`config.mk`:
```
export PLATFORM = sky130hd
export DESIGN_NAME = exu_alu_top
export DESIGN_NICKNAME = d
export VERILOG_FILES = /design/src/exu_op_pkg.sv /design/src/exu_port_pkg.sv /design/src/exu_alu_dpath.sv /design/src/exu_alu_rglr.sv /design/src/exu_alu_bjp.sv /design/src/exu_alu_agu.sv /design/src/exu_alu_ctrl.sv /design/src/exu_alu_top.sv
export VERILOG_INCLUDE_DIRS = /design/src
export SDC_FILE = /design/constraint.sdc
export NUM_CORES = 1
export LEC_CHECK = 0
export ABC_AREA = 1
export BUFFER_PORTS_ARGS = -buffer_cell sky130_fd_sc_hd__buf_4
export CELL_PAD_IN_SITES_DETAIL_PLACEMENT = 0
export CELL_PAD_IN_SITES_GLOBAL_PLACEMENT = 2
export CORE_AREA = 8 8 212 234
export DETAILED_ROUTE_END_ITERATION = 10
export DIE_AREA = 0 0 220 242
export MAX_ROUTING_LAYER = met4
export PLACE_DENSITY_LB_ADDON = 0.1
export SYNTH_ARGS = -nofsm -noshare
export SYNTH_HDL_FRONTEND = slang
export SYNTH_SLANG_ARGS = --single-unit
```
`constraint.sdc`:
```
create_clock -name clk -period 5.63 [get_ports clk]
set_input_delay 0.563 -clock clk [delete_from_list [all_inputs] [get_ports clk]]
set_output_delay 0.563 -clock clk [all_outputs]
set_load 0.005 [all_outputs]
```
`src/exu_macros.svh`:
```
`ifndef EXU_MACROS_SVH
`define EXU_MACROS_SVH

// Data path width
`define EXU_XLEN 32

// Address width seen by the AGU
`define EXU_ADDR_SIZE 32

// Destination register index width
`define EXU_RIDX_W 5

`endif

```
`src/exu_op_pkg.sv`:
```
package exu_op_pkg;

  // Which sub-unit owns the instruction
  typedef enum logic [1:0] {
    GRP_ALU      = 2'd0,
    GRP_BJP      = 2'd1,
    GRP_AGU      = 2'd2,
    GRP_IFU_EXCP = 2'd3  // Fetch side exception, no unit runs
  } grp_e;

  typedef enum logic [3:0] {
    ALU_ADD, ALU_SUB, ALU_XOR, ALU_SLL, ALU_SRL, ALU_SRA,
    ALU_OR, ALU_AND, ALU_SLT, ALU_SLTU, ALU_LUI
  } alu_op_e;

  typedef enum logic [2:0] {
    BJP_BEQ, BJP_BNE, BJP_BLT, BJP_BGE, BJP_BLTU, BJP_BGEU, BJP_JAL, BJP_JALR
  } bjp_op_e;

  typedef enum logic [1:0] {
    AGU_SIZE_B = 2'd0,
    AGU_SIZE_H = 2'd1,
    AGU_SIZE_W = 2'd2
  } agu_size_e;

  // Function carried out by the shared datapath
  typedef enum logic [3:0] {
    DP_ADD, DP_SUB, DP_XOR, DP_SLL, DP_SRL, DP_SRA,
    DP_OR, DP_AND, DP_SLT, DP_SLTU, DP_PASS2
  } dpath_op_e;

  typedef struct packed {
    logic [7:0] pad;
    logic       wfi;
    logic       ebreak;
    logic       ecall;
    logic       op2imm;  // Op2 from imm instead of rs2
    alu_op_e    op;
  } alu_info_t;

  typedef struct packed {
    logic [11:0] pad;
    logic        prdt_taken;  // Front end guessed taken
    bjp_op_e     op;
  } bjp_info_t;

  typedef struct packed {
    logic [12:0] pad;
    logic        ld;  // Set for load, clear for store
    agu_size_e   size;
  } agu_info_t;

  // Same 16-bit info word, read according to the group
  typedef union packed {
    alu_info_t alu;
    bjp_info_t bjp;
    agu_info_t agu;
  } exu_info_u;

endpackage

```
`src/exu_port_pkg.sv`:
```
`include "exu_macros.svh"

package exu_port_pkg;
  import exu_op_pkg::*;

  // Decoded instruction from issue
  typedef struct packed {
    logic [`EXU_ADDR_SIZE-1:0] pc;
    logic [`EXU_XLEN-1:0]      rs1;
    logic [`EXU_XLEN-1:0]      rs2;
    logic [`EXU_XLEN-1:0]      imm;
    grp_e                      grp;
    exu_info_u                 info;
    logic [`EXU_RIDX_W-1:0]    rdidx;
    logic                      rdwen;
    logic                      ilegl;
  } exu_req_t;

  typedef struct packed {
    logic                 req;  // Strobe, one unit at a time
    dpath_op_e            op;
    logic [`EXU_XLEN-1:0] op1;
    logic [`EXU_XLEN-1:0] op2;
  } dpath_req_t;

  typedef struct packed {
    logic [`EXU_XLEN-1:0] res;
    logic                 eq;
    logic                 lt;
    logic                 ltu;
  } dpath_res_t;

  // What one sub-unit hands to the control module
  typedef struct packed {
    logic [`EXU_XLEN-1:0]      wdat;
    logic                      err;
    logic                      bjp;
    logic                      prdt;
    logic                      rslv;
    logic                      ecall;
    logic                      ebreak;
    logic                      wfi;
    logic                      misalgn;
    logic                      ld;
    logic [`EXU_ADDR_SIZE-1:0] badaddr;
  } unit_res_t;

  typedef struct packed {
    logic [`EXU_ADDR_SIZE-1:0] pc;
    logic                      err;
    logic                      bjp;
    logic                      prdt;
    logic                      rslv;
    logic                      ecall;
    logic                      ebreak;
    logic                      wfi;
    logic                      misalgn;
    logic                      ld;
    logic [`EXU_ADDR_SIZE-1:0] badaddr;
    logic                      ilegl;
  } cmt_t;

  typedef struct packed {
    logic [`EXU_RIDX_W-1:0] rdidx;
    logic [`EXU_XLEN-1:0]   wdat;
  } wbck_t;

endpackage

```
`src/exu_alu_dpath.sv`:
```
`timescale 1ns/1ns
`include "exu_macros.svh"

module exu_alu_dpath
  import exu_op_pkg::*;
  import exu_port_pkg::*;
(
  input  dpath_req_t i_rglr_req,
  input  dpath_req_t i_bjp_req,
  input  dpath_req_t i_agu_req,
  output dpath_res_t o_res
);

  localparam int REQ_W = $bits(dpath_req_t);
  localparam int SHW   = $clog2(`EXU_XLEN);

  dpath_req_t           mrg;
  logic [`EXU_XLEN-1:0] op1;
  logic [`EXU_XLEN-1:0] op2;
  logic [`EXU_XLEN-1:0] add_res;
  logic [`EXU_XLEN:0]   sub_wide;  // Extra bit keeps the unsigned borrow
  logic [`EXU_XLEN-1:0] xor_res;
  logic [SHW-1:0]       shamt;
  logic                 ltu;
  logic                 lt;

  // Each request only counts while its own strobe is up
  assign mrg = dpath_req_t'(({REQ_W{i_rglr_req.req}} & i_rglr_req)
                          | ({REQ_W{i_bjp_req.req}}  & i_bjp_req)
                          | ({REQ_W{i_agu_req.req}}  & i_agu_req));

  assign op1 = mrg.op1;
  assign op2 = mrg.op2;

  assign add_res  = op1 + op2;
  assign sub_wide = {1'b0, op1} - {1'b0, op2};
  assign xor_res  = op1 ^ op2;
  assign shamt    = op2[SHW-1:0];

  assign ltu = sub_wide[`EXU_XLEN];
  // Signs differ means the negative one is smaller
  assign lt  = (op1[`EXU_XLEN-1] ^ op2[`EXU_XLEN-1]) ? op1[`EXU_XLEN-1] : ltu;

  always_comb begin
    case (mrg.op)
      DP_ADD:   o_res.res = add_res;
      DP_SUB:   o_res.res = sub_wide[`EXU_XLEN-1:0];
      DP_XOR:   o_res.res = xor_res;
      DP_SLL:   o_res.res = op1 << shamt;
      DP_SRL:   o_res.res = op1 >> shamt;
      DP_SRA:   o_res.res = $signed(op1) >>> shamt;
      DP_OR:    o_res.res = op1 | op2;
      DP_AND:   o_res.res = op1 & op2;
      DP_SLT:   o_res.res = {{(`EXU_XLEN-1){1'b0}}, lt};
      DP_SLTU:  o_res.res = {{(`EXU_XLEN-1){1'b0}}, ltu};
      DP_PASS2: o_res.res = op2;  // LUI
      default:  o_res.res = '0;
    endcase
  end

  // Compare flags go out whatever the function
  assign o_res.eq  = ~|xor_res;
  assign o_res.lt  = lt;
  assign o_res.ltu = ltu;

  always_comb begin
    assert ($onehot0({i_rglr_req.req, i_bjp_req.req, i_agu_req.req}))
      else $error("exu_alu_dpath: more than one unit requests the datapath");
  end

endmodule

```
`src/exu_alu_rglr.sv`:
```
`timescale 1ns/1ns
`include "exu_macros.svh"

module exu_alu_rglr
  import exu_op_pkg::*;
  import exu_port_pkg::*;
(
  input  logic       i_en,
  input  exu_req_t   i_req,
  input  dpath_res_t i_dres,
  output dpath_req_t o_dreq,
  output unit_res_t  o_res
);

  alu_info_t            info;
  logic                 use_imm;
  logic [`EXU_XLEN-1:0] op2;

  assign info    = i_req.info.alu;
  assign use_imm = info.op2imm | (info.op == ALU_LUI);  // LUI always takes imm
  assign op2     = use_imm ? i_req.imm : i_req.rs2;

  always_comb begin
    o_dreq     = '0;
    o_dreq.req = i_en;
    o_dreq.op1 = i_req.rs1;
    o_dreq.op2 = op2;
    case (info.op)
      ALU_ADD:  o_dreq.op = DP_ADD;
      ALU_SUB:  o_dreq.op = DP_SUB;
      ALU_XOR:  o_dreq.op = DP_XOR;
      ALU_SLL:  o_dreq.op = DP_SLL;
      ALU_SRL:  o_dreq.op = DP_SRL;
      ALU_SRA:  o_dreq.op = DP_SRA;
      ALU_OR:   o_dreq.op = DP_OR;
      ALU_AND:  o_dreq.op = DP_AND;
      ALU_SLT:  o_dreq.op = DP_SLT;
      ALU_SLTU: o_dreq.op = DP_SLTU;
      ALU_LUI:  o_dreq.op = DP_PASS2;
      default:  o_dreq.op = DP_ADD;
    endcase
  end

  always_comb begin
    o_res        = '0;
    o_res.wdat   = i_dres.res;
    o_res.ecall  = info.ecall;   // System flags ride along to commit
    o_res.ebreak = info.ebreak;
    o_res.wfi    = info.wfi;
  end

endmodule

```
`src/exu_alu_bjp.sv`:
```
`timescale 1ns/1ns
`include "exu_macros.svh"

module exu_alu_bjp
  import exu_op_pkg::*;
  import exu_port_pkg::*;
(
  input  logic       i_en,
  input  exu_req_t   i_req,
  input  dpath_res_t i_dres,
  output dpath_req_t o_dreq,
  output unit_res_t  o_res
);

  bjp_info_t info;
  logic      is_jump;
  logic      taken;

  assign info    = i_req.info.bjp;
  assign is_jump = (info.op == BJP_JAL) || (info.op == BJP_JALR);

  // Jumps add pc and 4 for the link, branches subtract for the flags
  always_comb begin
    o_dreq     = '0;
    o_dreq.req = i_en;
    if (is_jump) begin
      o_dreq.op  = DP_ADD;
      o_dreq.op1 = `EXU_XLEN'(i_req.pc);
      o_dreq.op2 = `EXU_XLEN'(4);
    end else begin
      o_dreq.op  = DP_SUB;
      o_dreq.op1 = i_req.rs1;
      o_dreq.op2 = i_req.rs2;
    end
  end

  always_comb begin
    case (info.op)
      BJP_BEQ:  taken = i_dres.eq;
      BJP_BNE:  taken = ~i_dres.eq;
      BJP_BLT:  taken = i_dres.lt;
      BJP_BGE:  taken = ~i_dres.lt;
      BJP_BLTU: taken = i_dres.ltu;
      BJP_BGEU: taken = ~i_dres.ltu;
      default:  taken = 1'b1;  // JAL and JALR
    endcase
  end

  always_comb begin
    o_res      = '0;
    o_res.wdat = i_dres.res;  // Link value for jumps
    o_res.bjp  = 1'b1;
    o_res.prdt = info.prdt_taken;
    o_res.rslv = taken;  // Commit compares this against prdt
  end

endmodule

```
`src/exu_alu_agu.sv`:
```
`timescale 1ns/1ns
`include "exu_macros.svh"

module exu_alu_agu
  import exu_op_pkg::*;
  import exu_port_pkg::*;
(
  input  logic       i_en,
  input  exu_req_t   i_req,
  input  dpath_res_t i_dres,
  output dpath_req_t o_dreq,
  output unit_res_t  o_res
);

  agu_info_t                 info;
  logic [`EXU_ADDR_SIZE-1:0] addr;
  logic                      misalgn;

  assign info = i_req.info.agu;

  // Effective address is rs1 plus offset
  always_comb begin
    o_dreq     = '0;
    o_dreq.req = i_en;
    o_dreq.op  = DP_ADD;
    o_dreq.op1 = i_req.rs1;
    o_dreq.op2 = i_req.imm;
  end

  assign addr = i_dres.res[`EXU_ADDR_SIZE-1:0];

  always_comb begin
    case (info.size)
      AGU_SIZE_B: misalgn = 1'b0;
      AGU_SIZE_H: misalgn = addr[0];
      AGU_SIZE_W: misalgn = |addr[1:0];
      default:    misalgn = |addr[1:0];  // Unused code, checked as word
    endcase
  end

  always_comb begin
    o_res         = '0;
    o_res.err     = misalgn;
    o_res.misalgn = misalgn;
    o_res.ld      = info.ld;
    o_res.badaddr = addr;  // Reported even when aligned
  end

endmodule

```
`src/exu_alu_ctrl.sv`:
```
`timescale 1ns/1ns

module exu_alu_ctrl
  import exu_op_pkg::*;
  import exu_port_pkg::*;
(
  input  logic      clk,
  input  logic      i_reset,
  input  logic      i_valid,
  output logic      o_ready,
  input  exu_req_t  i_req,
  output logic      o_en_rglr,
  output logic      o_en_bjp,
  output logic      o_en_agu,
  input  unit_res_t i_rglr_res,
  input  unit_res_t i_bjp_res,
  input  unit_res_t i_agu_res,
  output logic      o_cmt_valid,
  input  logic      i_cmt_ready,
  output cmt_t      o_cmt,
  output logic      o_wbck_valid,
  input  logic      i_wbck_ready,
  output wbck_t     o_wbck
);

  localparam int RES_W = $bits(unit_res_t);

  logic      ifu_excp;
  unit_res_t sel_res;
  logic      err;
  logic      need_wbck;
  logic      accept;
  cmt_t      cmt_nxt;
  wbck_t     wbck_nxt;
  logic      cmt_pend;
  logic      wbck_pend;
  cmt_t      cmt_q;
  wbck_t     wbck_q;

  assign o_en_rglr = (i_req.grp == GRP_ALU);
  assign o_en_bjp  = (i_req.grp == GRP_BJP);
  assign o_en_agu  = (i_req.grp == GRP_AGU);
  assign ifu_excp  = (i_req.grp == GRP_IFU_EXCP);

  // AND-OR select, nothing gets through for a fetch exception
  assign sel_res = unit_res_t'(({RES_W{o_en_rglr}} & i_rglr_res)
                             | ({RES_W{o_en_bjp}}  & i_bjp_res)
                             | ({RES_W{o_en_agu}}  & i_agu_res));

  assign err       = i_req.ilegl | ifu_excp | sel_res.err;
  assign need_wbck = i_req.rdwen & ~err & (o_en_rglr | o_en_bjp);

  always_comb begin
    cmt_nxt.pc      = i_req.pc;
    cmt_nxt.err     = err;
    cmt_nxt.bjp     = sel_res.bjp;
    cmt_nxt.prdt    = sel_res.prdt;
    cmt_nxt.rslv    = sel_res.rslv;
    cmt_nxt.ecall   = sel_res.ecall;
    cmt_nxt.ebreak  = sel_res.ebreak;
    cmt_nxt.wfi     = sel_res.wfi;
    cmt_nxt.misalgn = sel_res.misalgn;
    cmt_nxt.ld      = sel_res.ld;
    cmt_nxt.badaddr = sel_res.badaddr;
    cmt_nxt.ilegl   = i_req.ilegl | ifu_excp;
  end

  assign wbck_nxt.rdidx = i_req.rdidx;
  assign wbck_nxt.wdat  = sel_res.wdat;

  // Free when every pending side is empty or leaving now
  assign o_ready = (~cmt_pend | i_cmt_ready) & (~wbck_pend | i_wbck_ready);
  assign accept  = i_valid & o_ready;

  always_ff @(posedge clk) begin
    if (i_reset) begin
      cmt_pend  <= 1'b0;
      wbck_pend <= 1'b0;
    end else if (accept) begin
      cmt_pend  <= 1'b1;       // Commit always needed
      wbck_pend <= need_wbck;
    end else begin
      if (i_cmt_ready) cmt_pend <= 1'b0;
      if (i_wbck_ready) wbck_pend <= 1'b0;
    end
  end

  always_ff @(posedge clk) begin
    if (accept) begin
      cmt_q  <= cmt_nxt;
      wbck_q <= wbck_nxt;
    end
  end

  assign o_cmt_valid  = cmt_pend;
  assign o_wbck_valid = wbck_pend;
  assign o_cmt        = cmt_q;
  assign o_wbck       = wbck_q;

  assert property (@(posedge clk) disable iff (i_reset)
    (o_cmt_valid && !i_cmt_ready) |=> (o_cmt_valid && $stable(o_cmt)))
    else $error("exu_alu_ctrl: commit record changed while stalled");

  assert property (@(posedge clk) disable iff (i_reset)
    accept |=> (o_cmt_valid || !o_wbck_valid))
    else $error("exu_alu_ctrl: writeback loaded without a commit");

endmodule

```
`src/exu_alu_top.sv`:
```
`timescale 1ns/1ns

module exu_alu_top
  import exu_port_pkg::*;
(
  input  logic     clk,
  input  logic     i_reset,
  input  logic     i_valid,
  output logic     o_ready,
  input  exu_req_t i_req,
  output logic     o_cmt_valid,
  input  logic     i_cmt_ready,
  output cmt_t     o_cmt,
  output logic     o_wbck_valid,
  input  logic     i_wbck_ready,
  output wbck_t    o_wbck
);

  logic       en_rglr;
  logic       en_bjp;
  logic       en_agu;
  dpath_req_t rglr_dreq;
  dpath_req_t bjp_dreq;
  dpath_req_t agu_dreq;
  dpath_res_t dres;
  unit_res_t  rglr_res;
  unit_res_t  bjp_res;
  unit_res_t  agu_res;

  exu_alu_ctrl u_ctrl (
    .clk          (clk),
    .i_reset      (i_reset),
    .i_valid      (i_valid),
    .o_ready      (o_ready),
    .i_req        (i_req),
    .o_en_rglr    (en_rglr),
    .o_en_bjp     (en_bjp),
    .o_en_agu     (en_agu),
    .i_rglr_res   (rglr_res),
    .i_bjp_res    (bjp_res),
    .i_agu_res    (agu_res),
    .o_cmt_valid  (o_cmt_valid),
    .i_cmt_ready  (i_cmt_ready),
    .o_cmt        (o_cmt),
    .o_wbck_valid (o_wbck_valid),
    .i_wbck_ready (i_wbck_ready),
    .o_wbck       (o_wbck)
  );

  exu_alu_rglr u_rglr (
    .i_en   (en_rglr),
    .i_req  (i_req),
    .i_dres (dres),
    .o_dreq (rglr_dreq),
    .o_res  (rglr_res)
  );

  exu_alu_bjp u_bjp (
    .i_en   (en_bjp),
    .i_req  (i_req),
    .i_dres (dres),
    .o_dreq (bjp_dreq),
    .o_res  (bjp_res)
  );

  exu_alu_agu u_agu (
    .i_en   (en_agu),
    .i_req  (i_req),
    .i_dres (dres),
    .o_dreq (agu_dreq),
    .o_res  (agu_res)
  );

  // One adder and shifter shared by all three units
  exu_alu_dpath u_dpath (
    .i_rglr_req (rglr_dreq),
    .i_bjp_req  (bjp_dreq),
    .i_agu_req  (agu_dreq),
    .o_res      (dres)
  );

endmodule

```
# After elaboration in Yosys (flattened, before gate mapping)
# Memories as Yosys holds them, arrays and structs flattened.
# Cells that the tools add are included.
# totals
mem_bits_ro,64
memories,1
regBits,113
in_bits,158
# op_classes
addsub,2
n_shift,3
n_reduce_logical,10
n_bitwise,29
n_mux,10
n_eq_ne,22
# mem_list
name,words,word_bits,rd,rd_ports_with_merged_regs,write_ports,line_no,source
(no name shown),16,4,1,0,0,exu_alu_rglr.sv:28,case (info.op)
# ops
operator,count
$pmux 32 s11,1
$and 73x73->73,2
$or 73x73->73,2
$or 68x68->68,2
$and 73x41->73,1
$and 68x64->68,1
$and 68x65->68,1
$and 68x68->68,1
$mux 65,1
$sub 32x32->33,1
$add 32x32->32,1
$and 32x32->32,1
$mux 32,1
$or 32x32->32,1
$reduce_or 32->1,1
$shl 32x5->32,1
$shr 32x5->32,1
$sshr 32x5->32,1
$xor 32x32->32,1
$eq 4x3->1 const B,4
$eq 4x4->1 const B,4
$eq 3x3->1 const B,4
$eq 4x2->1 const B,2
$eq 3x2->1 const B,2
18 further kinds,38

# Depth between registers and ports, before layout
# depth
depth_word,18
depth_mapped,29
ltp_nobuf,27

# Cells and area by module
# From an unflattened synthesis, not the netlist that was laid out.
# hier_totals
hier_cells,3411
hier_area_um2,20016.7
# modules_own_cells
module,area_each_um2,n_inst,cells_each
exu_alu_dpath,11323.4,1,2319
exu_alu_ctrl,4921.0,1,452
exu_alu_rglr,1345.0,1,226
exu_alu_bjp,1341.3,1,267
exu_alu_agu,1086.0,1,147

# Least setup slack after synthesis
# No wires, ideal clock.
# synth_timing
path_kind,in2reg
from,input port i_req[9] in the netlist's numbering
to,"register u_ctrl.cmt_q, in the netlist u_ctrl.o_cmt[31], data pin"
path_slack_ns,1.246
path_stages,26
t_arrival_ns,4.118
setup_time_ns,0.266
n_path_buf,4
path_cell_list,buf_2 nor2_1 nand2_1 nand3_1 nand2_1 buf_2 o22ai_4 inv_1 buf_2 buf_2 ha_1 inv_1 nor3_1 nand2_1 nand2_1 nand2_1 nand2_1 a21boi_0 o31ai_1 a21oi_1 o21ai_0 nand2_1 nand2_1 nor2_1 nor2_1 nor2_1
# synth_rtl
item,line_no,source
from (decl),exu_alu_top.sv:10,"input exu_req_t i_req,"
to (signal assigned),exu_alu_ctrl.sv:90,cmt_q <= cmt_nxt;
to (decl),exu_alu_ctrl.sv:37,cmt_t cmt_q;

==> results.py <==
metrics = {
    "floorplan": {
        "core_sq_um": 45900,
        "pin_count": 272,
        "rows": 83,
        "dieArea_sq_um": 53200,
        "die_h_um": 242,
        "initial_utilization": 0.294,
        "dieWidth_um": 220,
    },
    "finish": {
        "fin_nets": 2690,
        "regArea_sq_um": 3370,
        "fillerInstances": 5086,
        "drive_gt1_frac": 0.198,
        "areaGrowthSynthToFinish_pct": 29.3,
        "multi_input_area_sq_um": 8480,
        "layout.cells.non_filler": 3043,
    },
    "critical_path": {
        "arrival_ps": 5020,
        "criticalPathCategory": "input pin to register",
        "slowest_stage": "o21ai_0",
        "crit_path_start": "i_req[24]",
        "critPathCaptureType": "register",
        "crit_required_ps": 5830,
        "cp_max_fo": 13,
        "slowest_delay_ps": 580,
        "worstReg2RegStart": "u_ctrl.o_cmt_valid$_SDFFE_PP0P_",
        "crit_top_cell": "nand3_1",
        "path_cells": "buf_4 -> nor2_4 -> nand2_2 -> nand2_2 -> inv_1 -> o22ai_1 -> ha_1 -> fa_1 -> a21oi_1 -> o21ai_0 -> inv_1 -> o21bai_1 -> buf_4 -> nand3_1 -> nand3_1 -> nand3_1 -> nand2_1 -> nand2_1 -> o211ai_1 -> a21oi_1 -> o21ai_0 -> nand3_1 -> nor2_1 -> nor2_1",
        "startpoint_type": "input pin",
    },
    "logic_synthesis": {
        "syn-instance-count": 2109,
        "post_synth.cell_area_avg_sq_um": 6.40,
        "synth_common_cells": "nand2_1, inv_1, nor2_1",
        "synth_edf_count": 111,
        "synth_nets": 2366,
        "synthFlopType": "edfxtp_1",
        "ys_seq_elements": 113,
        "yosysTopAreaCell": "edfxtp_1",
        "synth.area.top_cells": "edfxtp_1, nand2_1, ha_1",
        "async_flop_share": 0,
        "ys_seq_area_frac": 0.250,
        "synth_warnings": 0,
        "synth_top_cell_area_share": 0.247,
        "yosysMostFrequentCell": "nand2_1",
        "synth.cell_area_sq_um": 13500,
        "synthDistinctLibCells": 61,
    },
    "power_and_ir_drop": {
        "power.total_uw": 4240,
        "vdd_drop_max_mv": 0.221,
        "p_leak_uw": 0.00860,
        "power_density_nw_per_um2": 243,
    },
    "clocking": {
        "root_buffer": "clkbuf_16",
        "numCtsBuffers": 17,
        "clock-sinks": 113,
        "cts_hold_buf": 0,
        "max-clock-path-buffers": 2,
        "clk_pin_slew_ps": 70,
        "cts_tree": "done",
        "post_cts_buffers": 0,
        "htreeDepth": 4,
        "clkLatencyLatePin_ps": 460,
        "cts_resized": 0,
    },
    "timing": {
        "finClkSkew_ps": 15.2,
        "slew_viol_final": 0,
        "worst_pin_slew_ps": 838,
        "hold_viol": 0,
        "rsz0062_at_grt": "false",
        "finalCritPeriodShare": 0.857,
        "whs_ps": 269,
        "finalCriticalPeriod_ps": 4820,
        "max_freq_ghz": 0.207,
        "finalSetupTns_ps": 0,
        "setup_viol": 0,
        "relSlewSlack": 0.441,
    },
    "global_route": {
        "antenna_found_initial": 1,
        "track_usage": 0.281,
        "overflow": 0,
        "grt_first_pass_wirelength_um": 107000,
        "grt_max_degree": 72,
        "grt_pass1_vias": 15786,
    },
    "route": {
        "wl_per_cell_um": 24.6,
        "wl_um": 75000,
        "drt_iter0_drc": 1671,
        "via_per_inst": 5.36,
        "vias": 16313,
        "dr.pass1.iters": 6,
        "remaining_drc_errors": 0,
        "antenna_left": 0,
    },
    "placement": {
        "place_congestion": 0.977,
        "placedCellCount": 3009,
        "hpwl_um": 60500,
        "port_buffers": 263,
    },
    "run": {
        "max_cap_viol_count": 0,
    },
    "worst_hold_path": {
        "hp-class": "input pin to register",
        "worstHoldStart": "i_reset",
    },
    "run_status": {
        "status": "complete, no violations",
    },
}
-- worst max-delay path, delay by kind of cell --
family	cells	cell delay (ps)
AO/OA/AOI/OAI	7	1620
AND/OR/NAND/NOR	11	1620
adder cells (fa/ha/maj)	2	520
buffers and inverters	4	650
-- report_power, final --
part	switching [uW]	internal [uW]	total, uW
combinational	1330	712	2040
sequential	19.0	1020	1040
clock	458	710	1170
-- kinds of logic after synthesis --
| group | share of synthesized area |
|---|---|
| adder cells (fa/ha/maj) | 0.0928 |
| multiplexers | 0.00222 |
| XOR/XNOR | 0.00324 |
| buffers and inverters | 0.123 |
| AO/OA/AOI/OAI | 0.244 |
| flip-flops | 0.250 |
| AND/OR/NAND/NOR | 0.285 |
-- layout by cell type (no fill, tap or decap), drive strengths merged, types with 4 or more instances in the layout --
cell / Yosys / layout
inv: 307 / 314
clkinv: 2 / 6
and2: 4 / 4
o211ai: 30 / 30
ha: 97 / 97
a22oi: 13 / 13
a221oi: 9 / 9
or2: 11 / 11
nor4: 8 / 8
edfxtp: 111 / 111
xor2: 4 / 4
a21boi: 8 / 8
a21oi: 186 / 186
clkbuf: 41 / 17
nand4: 8 / 8
buf: 63 / 409
o22ai: 54 / 54
nor2: 214 / 214
a31oi: 22 / 22
a211oi: 9 / 9
nand2: 440 / 440
nand3: 208 / 208
o21a: 9 / 9
o2111ai: 5 / 5
o21bai: 5 / 5
nor3: 19 / 19
o21ai: 192 / 192
-- stage by stage --
step | util | setup WS (ps) | area, sq um
floorplan | - | 1250 | 13500
global placement | 0.367 | 469 | 16800
detailed placement | 0.367 | 461 | 16800
CTS | 0.380 | 936 | 17500
global route | 0.380 | 602 | 17500
finish | 0.381 | 808 | 17500
-- registers in the layout (all words and copies together) (netlist names) --
signal / count
u_ctrl.o_wbck: 37
u_ctrl.o_cmt: 74
u_ctrl.o_wbck_valid: 1
u_ctrl.o_cmt_valid: 1
-- final cells by class --
| cell class | count | share of cell area |
|---|---|---|
| clock inverter | 15 | 0.0113 |
| clock buffer | 17 | 0.0244 |
| timing repair buffer | 409 | 0.176 |
| inverter | 309 | 0.0665 |
| tap | 595 | 0.0426 |
| sequential | 113 | 0.193 |
| multi-input combinational | 1583 | 0.485 |
| antenna | 2 | 0.000286 |
-- per-layer routing --
| layer | GRT usage | up-vias | routed length, um |
|---|---|---|---|
| li1 | - | 7788 | - |
| met5 | - | - | 0 |
| met4 | 0.0911 | 0 | 2520 |
| met1 | 0.347 | 7855 | 31000 |
| met2 | 0.467 | 587 | 36900 |
| met3 | 0.0383 | 83 | 4550 |
-- final timing paths --
path	slack (ps)	depth (start not counted)	end
worst max register to register	3300	6	u_ctrl.o_cmt[51]$_DFFE_PP_
worst min register to register	490	2	u_ctrl.o_cmt_valid$_SDFFE_PP0P_
worst min-delay path	270	2	u_ctrl.o_cmt_valid$_SDFFE_PP0P_
worst max-delay path	810	24	u_ctrl.o_wbck[30]$_DFFE_PP_
Note: power is estimated with default switching activity, not from simulation.
